**src/hsst_rx_cfg_pkg.sv**
```systemverilog
package hsst_rx_cfg_pkg;

    //////////////////////////////////////////////////////////////////////
    // Transceiver sizing
    //////////////////////////////////////////////////////////////////////

    localparam int unsigned NUM_PLLS            = 2;     // PLLs that can clock a receive lane
    localparam int unsigned SYNC_STAGES         = 2;     // Flops in each status synchroniser

    //////////////////////////////////////////////////////////////////////
    // Debounce lengths in free-running clock cycles
    //////////////////////////////////////////////////////////////////////

    localparam int unsigned DEB_CNT_WIDTH       = 12;    // Wide enough for the longest filter
    localparam int unsigned SIGDET_DEB_CYCLES   = 4;     // Signal detect settles quickly
    localparam int unsigned PLL_LOCK_DEB_CYCLES = 2048;  // PLL lock must hold steady this long
    localparam int unsigned CDR_DEB_CYCLES_DEF  = 2048;  // Default CDR lock filter length

    //////////////////////////////////////////////////////////////////////
    // Reset sequencing timers
    //////////////////////////////////////////////////////////////////////

    localparam int unsigned ALIGN_TIMER_WIDTH   = 16;    // Holds the longest alignment window
    localparam int unsigned ALIGN_TIMEOUT_DEF   = 10000; // Cycles allowed for word alignment

    // Lane reset stays asserted this many cycles once the lane is powered up
    localparam int unsigned LANE_RST_CYCLES     = 8;

endpackage

```
**src/hsst_rx_types_pkg.sv**
```systemverilog
package hsst_rx_types_pkg;

    //////////////////////////////////////////////////////////////////////
    // Per-lane status and debug force bits
    //////////////////////////////////////////////////////////////////////

    typedef struct packed {
        logic sigdet;      // Signal present on the lane input
        logic cdr_align;   // CDR has locked to the incoming data
        logic word_align;  // PCS word aligner is synced
        logic pll_lock;    // Lane sees a locked PLL
    } lane_status_t;

    typedef struct packed {
        logic det;         // Forces signal detect high
        logic cdr;         // Forces CDR lock high
        logic lsm;         // Forces word alignment high
    } lane_force_t;

    //////////////////////////////////////////////////////////////////////
    // Per-lane reset controls towards the transceiver
    //////////////////////////////////////////////////////////////////////

    typedef struct packed {
        logic lane_pd;     // Lane power-down
        logic lane_rst;    // Lane reset
        logic pma_rst;     // Receive PMA reset
        logic pcs_rst;     // Receive PCS reset
        logic done;        // Lane is up and word-aligned
    } lane_ctrl_t;

    typedef enum logic [2:0] {
        ST_PD          = 3'd0,
        ST_LANE_RST    = 3'd1,
        ST_WAIT_SIGDET = 3'd2,
        ST_PMA_RST     = 3'd3,
        ST_PCS_RST     = 3'd4,
        ST_DONE        = 3'd5
    } rx_fsm_state_e;

endpackage

```
**src/rx_status_filter.sv**
```systemverilog
`timescale 1ns/1ns
module rx_status_filter
    import hsst_rx_cfg_pkg::*;
    import hsst_rx_types_pkg::*;
#(
    parameter bit          PLL_SEL_BIT    = 1'b0,               // 0 selects PLL0 and 1 selects PLL1
    parameter int unsigned CDR_DEB_CYCLES = CDR_DEB_CYCLES_DEF
) (
    input  logic                clk,
    input  logic                i_rst_n,
    input  logic [NUM_PLLS-1:0] i_pll_done,
    input  logic                i_lane_rst,     // Lane reset request, active high
    input  lane_status_t        i_raw_status,   // Straight from the transceiver
    input  lane_force_t         i_force,
    output lane_status_t        o_status,
    output logic                o_lane_run
);

    localparam int unsigned DEB_NUM    = 3;
    localparam int unsigned DEB_SIGDET = 0;
    localparam int unsigned DEB_CDR    = 1;
    localparam int unsigned DEB_PLL    = 2;
    localparam int unsigned DEB_LEN [DEB_NUM] = '{SIGDET_DEB_CYCLES, CDR_DEB_CYCLES,
                                                  PLL_LOCK_DEB_CYCLES};

    logic [5:0]                            sync_in;
    logic [SYNC_STAGES-1:0][5:0]           sync_q;
    logic                                  pll_done_s;
    logic                                  lane_rst_s;
    lane_status_t                          status_s;
    logic [DEB_NUM-1:0]                    deb_in;
    logic [DEB_NUM-1:0][DEB_CNT_WIDTH-1:0] deb_cnt;
    logic [DEB_NUM-1:0]                    deb_q;

    //////////////////////////////////////////////////////////////////////
    // Synchronisers
    //////////////////////////////////////////////////////////////////////

    assign sync_in = {i_pll_done[PLL_SEL_BIT], i_lane_rst, i_raw_status};

    always_ff @(posedge clk or negedge i_rst_n) begin
        if (!i_rst_n) begin
            sync_q <= '0;
        end else begin
            sync_q <= {sync_q[SYNC_STAGES-2:0], sync_in};    // Oldest sample sits at the top
        end
    end

    assign {pll_done_s, lane_rst_s, status_s} = sync_q[SYNC_STAGES-1];

    //////////////////////////////////////////////////////////////////////
    // Rise debounce
    //////////////////////////////////////////////////////////////////////

    assign deb_in[DEB_SIGDET] = status_s.sigdet;
    assign deb_in[DEB_CDR]    = status_s.cdr_align;
    assign deb_in[DEB_PLL]    = status_s.pll_lock;

    // A filtered bit rises only after a full run of high samples and drops on the first low one
    always_ff @(posedge clk or negedge i_rst_n) begin
        if (!i_rst_n) begin
            deb_cnt <= '0;
            deb_q   <= '0;
        end else begin
            for (int i = 0; i < DEB_NUM; i++) begin
                if (!deb_in[i]) begin
                    deb_cnt[i] <= '0;
                    deb_q[i]   <= 1'b0;
                end else if (deb_cnt[i] == DEB_CNT_WIDTH'(DEB_LEN[i] - 1)) begin
                    deb_q[i]   <= 1'b1;                       // Counter parks at its last value
                end else begin
                    deb_cnt[i] <= deb_cnt[i] + 1'b1;
                end
            end
        end
    end

    //////////////////////////////////////////////////////////////////////
    // Debug overrides and lane enable
    //////////////////////////////////////////////////////////////////////

    assign o_status.sigdet     = deb_q[DEB_SIGDET] | i_force.det;
    assign o_status.cdr_align  = deb_q[DEB_CDR] | i_force.cdr;
    assign o_status.word_align = status_s.word_align | i_force.lsm;    // Synchronised only
    assign o_status.pll_lock   = deb_q[DEB_PLL];

    assign o_lane_run = pll_done_s & ~lane_rst_s;

endmodule

```
**src/rx_lane_rst_fsm.sv**
```systemverilog
`timescale 1ns/1ns
module rx_lane_rst_fsm
    import hsst_rx_cfg_pkg::*;
    import hsst_rx_types_pkg::*;
#(
    parameter int unsigned ALIGN_TIMEOUT = ALIGN_TIMEOUT_DEF    // Cycles to wait for word alignment
) (
    input  logic         clk,
    input  logic         i_rst_n,
    input  logic         i_lane_run,   // Selected PLL done and no lane reset request
    input  lane_status_t i_status,     // Filtered status from the lane filter
    output lane_ctrl_t   o_ctrl
);

    localparam int unsigned RST_CNT_W = $clog2(LANE_RST_CYCLES + 1);

    rx_fsm_state_e                state_q;
    rx_fsm_state_e                state_d;
    logic [RST_CNT_W-1:0]         rst_cnt_q;
    logic [ALIGN_TIMER_WIDTH-1:0] align_tmr_q;
    lane_ctrl_t                   ctrl_q;
    logic                         lane_up;
    logic                         rst_hold_end;
    logic                         align_expired;

    // Reset controls driven in each state
    function automatic lane_ctrl_t ctrl_for(rx_fsm_state_e st);
        lane_ctrl_t c;
        c = '{lane_pd: 1'b1, lane_rst: 1'b1, pma_rst: 1'b1, pcs_rst: 1'b1, done: 1'b0};
        case (st)
            ST_LANE_RST: begin
                c.lane_pd = 1'b0;
            end
            ST_WAIT_SIGDET: begin
                c.lane_pd  = 1'b0;
                c.lane_rst = 1'b0;
            end
            ST_PMA_RST: begin
                c.lane_pd  = 1'b0;
                c.lane_rst = 1'b0;
                c.pma_rst  = 1'b0;
            end
            ST_PCS_RST: begin
                c.lane_pd  = 1'b0;
                c.lane_rst = 1'b0;
                c.pma_rst  = 1'b0;
                c.pcs_rst  = 1'b0;
            end
            ST_DONE: begin
                c = '{lane_pd: 1'b0, lane_rst: 1'b0, pma_rst: 1'b0, pcs_rst: 1'b0, done: 1'b1};
            end
            default: begin
                // Powered down with every reset held
            end
        endcase
        return c;
    endfunction

    assign lane_up       = i_lane_run & i_status.pll_lock;
    assign rst_hold_end  = (rst_cnt_q == RST_CNT_W'(LANE_RST_CYCLES - 1));
    assign align_expired = (align_tmr_q == ALIGN_TIMER_WIDTH'(ALIGN_TIMEOUT - 1));

    //////////////////////////////////////////////////////////////////////
    // Next-state decision
    //////////////////////////////////////////////////////////////////////

    always_comb begin
        state_d = state_q;
        unique case (state_q)
            ST_PD: begin
                if (lane_up) begin
                    state_d = ST_LANE_RST;
                end
            end
            ST_LANE_RST: begin
                if (rst_hold_end) begin
                    state_d = ST_WAIT_SIGDET;
                end
            end
            ST_WAIT_SIGDET: begin
                if (i_status.sigdet) begin
                    state_d = ST_PMA_RST;
                end
            end
            ST_PMA_RST: begin
                if (i_status.cdr_align) begin
                    state_d = ST_PCS_RST;
                end
            end
            ST_PCS_RST: begin
                if (i_status.word_align) begin
                    state_d = ST_DONE;
                end else if (align_expired) begin
                    state_d = ST_WAIT_SIGDET;                       // Retry from the PMA reset
                end
            end
            ST_DONE: begin
                state_d = ST_DONE;
            end
            default: begin
                state_d = ST_PD;
            end
        endcase

        // Loss of signal restarts the receive path and loss of PLL or enable powers down
        if ((state_q inside {ST_PMA_RST, ST_PCS_RST, ST_DONE}) && !i_status.sigdet) begin
            state_d = ST_WAIT_SIGDET;
        end
        if (!lane_up) begin
            state_d = ST_PD;
        end
    end

    //////////////////////////////////////////////////////////////////////
    // State, timers and registered controls
    //////////////////////////////////////////////////////////////////////

    always_ff @(posedge clk or negedge i_rst_n) begin
        if (!i_rst_n) begin
            state_q <= ST_PD;
            ctrl_q  <= ctrl_for(ST_PD);
        end else begin
            state_q <= state_d;
            ctrl_q  <= ctrl_for(state_d);                           // Controls track the state register
        end
    end

    always_ff @(posedge clk or negedge i_rst_n) begin
        if (!i_rst_n) begin
            rst_cnt_q   <= '0;
            align_tmr_q <= '0;
        end else begin
            if (state_q == ST_LANE_RST && state_d == ST_LANE_RST) begin
                rst_cnt_q <= rst_cnt_q + 1'b1;
            end else begin
                rst_cnt_q <= '0;                                    // Starts from zero on entry
            end
            if (state_q == ST_PCS_RST && state_d == ST_PCS_RST) begin
                align_tmr_q <= align_tmr_q + 1'b1;
            end else begin
                align_tmr_q <= '0;
            end
        end
    end

    assign o_ctrl = ctrl_q;

endmodule

```
**src/hsst_rx_rst_top.sv**
```systemverilog
`timescale 1ns/1ns
module hsst_rx_rst_top
    import hsst_rx_cfg_pkg::*;
    import hsst_rx_types_pkg::*;
#(
    parameter int unsigned          NUM_LANES      = 4,
    parameter logic [NUM_LANES-1:0] PLL_SEL        = '0,                  // Bit n set puts lane n on PLL1
    parameter int unsigned          CDR_DEB_CYCLES = CDR_DEB_CYCLES_DEF,
    parameter int unsigned          ALIGN_TIMEOUT  = ALIGN_TIMEOUT_DEF
) (
    input  logic                          clk,
    input  logic                          i_rst_n,
    input  logic         [NUM_PLLS-1:0]   i_pll_done,
    input  logic         [NUM_LANES-1:0]  i_lane_rst,     // One reset request per lane
    input  lane_status_t [NUM_LANES-1:0]  i_lane_status,  // Asynchronous to clk
    input  lane_force_t  [NUM_LANES-1:0]  i_lane_force,
    output lane_ctrl_t   [NUM_LANES-1:0]  o_lane_ctrl
);

    lane_status_t [NUM_LANES-1:0] filt_status;
    logic         [NUM_LANES-1:0] lane_run;

    //////////////////////////////////////////////////////////////////////
    // One status filter and one reset FSM per lane
    //////////////////////////////////////////////////////////////////////

    for (genvar n = 0; n < NUM_LANES; n++) begin : g_lane

        rx_status_filter #(
            .PLL_SEL_BIT    (PLL_SEL[n]),
            .CDR_DEB_CYCLES (CDR_DEB_CYCLES)
        ) i_filter (
            .clk            (clk),
            .i_rst_n        (i_rst_n),
            .i_pll_done     (i_pll_done),
            .i_lane_rst     (i_lane_rst[n]),
            .i_raw_status   (i_lane_status[n]),
            .i_force        (i_lane_force[n]),
            .o_status       (filt_status[n]),
            .o_lane_run     (lane_run[n])
        );

        rx_lane_rst_fsm #(
            .ALIGN_TIMEOUT  (ALIGN_TIMEOUT)
        ) i_fsm (
            .clk            (clk),
            .i_rst_n        (i_rst_n),
            .i_lane_run     (lane_run[n]),
            .i_status       (filt_status[n]),
            .o_ctrl         (o_lane_ctrl[n])
        );

    end

endmodule

```
**config.mk**
```make
export PLATFORM = sky130hd
export DESIGN_NAME = hsst_rx_rst_top
export DESIGN_NICKNAME = d
export VERILOG_FILES = /design/src/hsst_rx_cfg_pkg.sv /design/src/hsst_rx_types_pkg.sv /design/src/rx_status_filter.sv /design/src/rx_lane_rst_fsm.sv /design/src/hsst_rx_rst_top.sv
export SDC_FILE = /design/constraint.sdc
export NUM_CORES = 1
export LEC_CHECK = 0
export BUFFER_PORTS_ARGS = -buffer_cell sky130_fd_sc_hd__buf_4
export CORE_MARGIN = 1
export CORE_UTILIZATION = 24
export DETAILED_ROUTE_END_ITERATION = 7
export GPL_TIMING_DRIVEN = 0
export PLACE_DENSITY_LB_ADDON = 0.2
export SKIP_CTS_REPAIR_TIMING = 1
export SLEW_MARGIN = 20
export SYNTH_ARGS = -nofsm -noshare
export SYNTH_HDL_FRONTEND = slang
export SYNTH_SLANG_ARGS = --single-unit
```
**constraint.sdc**
```tcl
create_clock -name clk -period 3.9 [get_ports clk]
set_clock_uncertainty 0.2 [all_clocks]
set_input_delay 0.585 -clock clk [delete_from_list [all_inputs] [get_ports clk]]
set_output_delay 0.585 -clock clk [all_outputs]
set_load 0.01 [all_outputs]
```
==> qor.txt <==
Status: complete, no violations
Port bufs: 54
Synthesized area: 14260 um^2
Core area: 58250 um^2
Max-slew headroom: 34.67%
Syn_nets: 1426
Area growth syn-to-layout: 20.70%
Async SR Flop Fraction: 100.0%
VDD IR max: 0.2090 mV
# fillers: 5976
DP Cell Count: 2185
H-tree level count: 2
Count of cell types in the netlist: 67
Vias in the first global route: 9742
Fin. Hold Viols: 0
Max-cap violations: 0
Total I/O pin count: 56
Flops & latches, synth: 310
Longest Clk Path Bufs: 3
Power per cell area: 415.7 nW/um^2
Post-synth EDFFs: 0
Initial core utilization: 24.49%
Syn. warnings: 0
Critical Path End: g_lane[1].i_fsm.o_ctrl[4]
CP arrival: 2.96 ns
Num rows: 88
Slew @ Worst Pin: 0.9718 ns
Hold Crit Class: reg2reg
DP HPWL: 18720 um
N_diodes: 0
Fin cells: 2274
Clk Latency, worst-skew pair: 0.54 ns
DRT iter0 DRCs: 552
Total wire length: 28210 um
Critical Path Start: g_lane[0].i_filter.pll_done_s
Tmin final: 2.783 ns
Drt wl/cell: 12.40 um
Worst Reg2Reg Path Length in Cells: 6
DR DRC count: 0
Syn_area_per_cell: 10.47 um^2
Clock sinks: 310
CTS tree: built
Slew Limit Fails: 0
Setup WS post-layout: 1.117 ns
Initial antenna violation count: 1
WS Path Type: reg2reg
Data required time of the worst path: 4.07 ns
Final worst path period share: 71.35%
DP Worst Slack: 1.086 ns
Antenna-violating nets left: 0
Worst r2r src: g_lane[0].i_filter.pll_done_s
Startpoint Class: register
Leakage Power: 7.246 nW
Die height: 245.8 um
Share of layout cells above drive strength 1: 11.66%
Syn Inst Count: 1362
R2r setup slk: 1.12 ns
Vias per inst: 4.336
Sequential element share of the synthesized area: 54.53%
Drt first pass iters: 4
Wire length of the first global-routing pass: 48330 um
Nets@finish: 1546
Clock-pin slew on the worst setup and hold paths: 0.06 ns
GP Congestion: 0.7486
Top_reg_cell synth: dfrtp_1
Fin Setup TNS: 0 ns
Largest net degree at the start of global routing: 95
RSZ-0062 raised after global routing: false
Total clock buffers created by CTS: 38
CTS root buf: clkbuf_16
Reg-to-reg endpoint: g_lane[1].i_fsm.o_ctrl[4]
Fmax: 359.4 MHz
Routed via count: 9861
Die X: 245.8 um
Final Setup Violations: 0
Total grt overflow: 0
Gr usage total: 9.613%
CP max FO: 7
Die ar.: 60410 um^2
Worst setup EP type: register
[final cells by class]
cell class / instances / area [um^2] / area share (%)
inverter: 53 / 198.9 / 1.156
clock inverter: 11 / 123.9 / 0.7195
tap: 765 / 957.2 / 5.560
timing repair buffer: 80 / 743.2 / 4.317
sequential: 310 / 7777 / 45.18
buffer: 25 / 128.9 / 0.7486
multi-input combinational: 974 / 6157 / 35.77
clock buffer: 56 / 1129 / 6.556
[sequential cells by signal, summed over array words and instances (netlist names)]
signal                      flops
g_lane.i_filter.deb_cnt       144
g_lane.i_filter.deb_in         12
g_lane.i_filter.deb_q          12
g_lane.i_filter.lane_rst_s      4
g_lane.i_filter.pll_done_s      1
g_lane.i_filter.status_s        4
g_lane.i_filter.sync_q         21
g_lane.i_fsm.align_tmr_q       64
g_lane.i_fsm.o_ctrl            20
g_lane.i_fsm.rst_cnt_q         16
g_lane.i_fsm.state_q           12
[layout by cell type, fill, tap and decap left out, types with 5 or more instances in the layout]
cell type / n
a21boi_0: 9
a21o_1: 5
buf_4: 56
nand4_1: 40
a21oi_1: 24
clkbuf_16: 38
mux2i_1: 24
nand4b_1: 6
clkbuf_1: 25
clkinv_2: 6
nor2_2: 10
nor2_1: 201
and2_1: 46
nand2b_1: 7
inv_1: 51
dfrtp_1: 294
nor3b_1: 9
nor3_1: 37
nand3_1: 66
or3_1: 20
and3_1: 27
ha_1: 28
o21ai_0: 39
dlygate4sd3_1: 22
dfstp_2: 16
o31a_1: 5
xor2_1: 72
nor4_1: 22
xnor2_1: 77
clkbuf_8: 11
or2_2: 7
nand3b_1: 8
a31oi_1: 18
and4_1: 12
nand2_1: 81
nor2b_1: 14
[synthesized netlist by cell type, types with 3 or more instances]
| cell type | count | area share [%] |
|---|---|---|
| a211oi_1 | 4 | 0.21 |
| a21oi_1 | 24 | 0.84 |
| nor2_1 | 201 | 5.3 |
| nand4b_1 | 6 | 0.37 |
| nor4_1 | 22 | 0.96 |
| a221o_1 | 3 | 0.21 |
| nand3b_1 | 8 | 0.42 |
| nand4_1 | 40 | 1.8 |
| buf_4 | 3 | 0.16 |
| or4_1 | 3 | 0.16 |
| dfrtp_1 | 294 | 52 |
| buf_6 | 3 | 0.24 |
| or3_1 | 20 | 0.88 |
| mux2i_1 | 24 | 1.7 |
| nor4_2 | 3 | 0.26 |
| a21o_1 | 5 | 0.26 |
| nor2_2 | 10 | 0.44 |
| a21boi_0 | 9 | 0.47 |
| o211ai_1 | 3 | 0.16 |
| and2_1 | 46 | 2.0 |
| ha_1 | 28 | 2.5 |
| dfstp_2 | 16 | 2.9 |
| inv_1 | 51 | 1.3 |
| o21a_1 | 3 | 0.16 |
| xnor2_1 | 77 | 4.7 |
| and3_1 | 27 | 1.2 |
| nor2b_1 | 14 | 0.61 |
| and4_1 | 12 | 0.74 |
| and3b_1 | 4 | 0.25 |
| clkbuf_1 | 18 | 0.47 |
| nand3_1 | 66 | 2.3 |
| nor3b_1 | 9 | 0.47 |
| a31oi_1 | 18 | 0.79 |
| o21ai_0 | 39 | 1.4 |
| o31ai_1 | 4 | 0.21 |
| nand2b_1 | 7 | 0.31 |
| nor3_1 | 37 | 1.3 |
| xor2_1 | 72 | 4.4 |
| nand2_1 | 81 | 2.1 |
| or2_2 | 7 | 0.31 |
| o31a_1 | 5 | 0.31 |
[logic make-up after synthesis]
family          count (synthesis)  share of synthesized area, %
simple gates                  636                         23.36
fa+ha+maj                      28                         2.456
flops                         310                         54.53
mux                            24                         1.684
compound gates                137                         6.518
buf+inv                        78                         2.298
xor+xnor                      149                         9.150
[per-stage QoR]
stage                     total power [mW]  util [%]  cell area [um^2]  hold WS [ns]
after floorplan                      3.529         -             14260       0.08941
final                                7.157     29.56             17220        0.1429
after CTS                            7.325     29.18             17000       -0.4060
after detailed placement             3.695     27.03             15740        0.1347
after global routing                 7.501     29.56             17220        0.1529
after global placement               3.672     26.83             15630        0.1332
[power breakdown]
group / switching [mW] / total, mW / internal (mW)
sequential: 0.0656 / 3.36 / 3.29
clock: 1.38 / 3.52 / 2.14
combinational: 0.160 / 0.285 / 0.125
total: 1.60 / 7.16 / 5.55
[how the worst min path moves through the flow]
stage / depth (start not counted) / slack (ns) / from / end
floorplan: 0 / 0.09 / i_rst_n / g_lane[0].i_filter.deb_cnt[0]
global placement: 0 / 0.13 / g_lane[3].i_filter.sync_q[1] / g_lane[3].i_filter.status_s[1]
detailed placement: 0 / 0.13 / g_lane[1].i_filter.sync_q[0] / g_lane[1].i_filter.deb_in[2]
CTS: 1 / -0.41 / i_rst_n / g_lane[2].i_filter.deb_cnt[34]
global route: 0 / 0.15 / g_lane[1].i_filter.sync_q[0] / g_lane[1].i_filter.deb_in[2]
finish: 0 / 0.14 / g_lane[3].i_filter.sync_q[3] / g_lane[3].i_filter.deb_in[0]
[critical path, stage by stage, from the launching register on]
cell and delay (ns):
dfrtp_1 0.61, nand3b_1 0.23, a221o_1 0.39, a311oi_4 0.38
inv_1 0.11, ha_1 0.19, a211oi_1 0.49
[per-layer routing]
layer  vias to the layer above  global-route usage [%]  wire, um
li1                       4957                       -         -
met1                      4757                   13.09     13940
met2                        92                   14.88     12510
met3                        53                   2.172      1027
met4                         2                   3.361       718
met5                         -                       0        15
(Power assumes the default switching activity.)
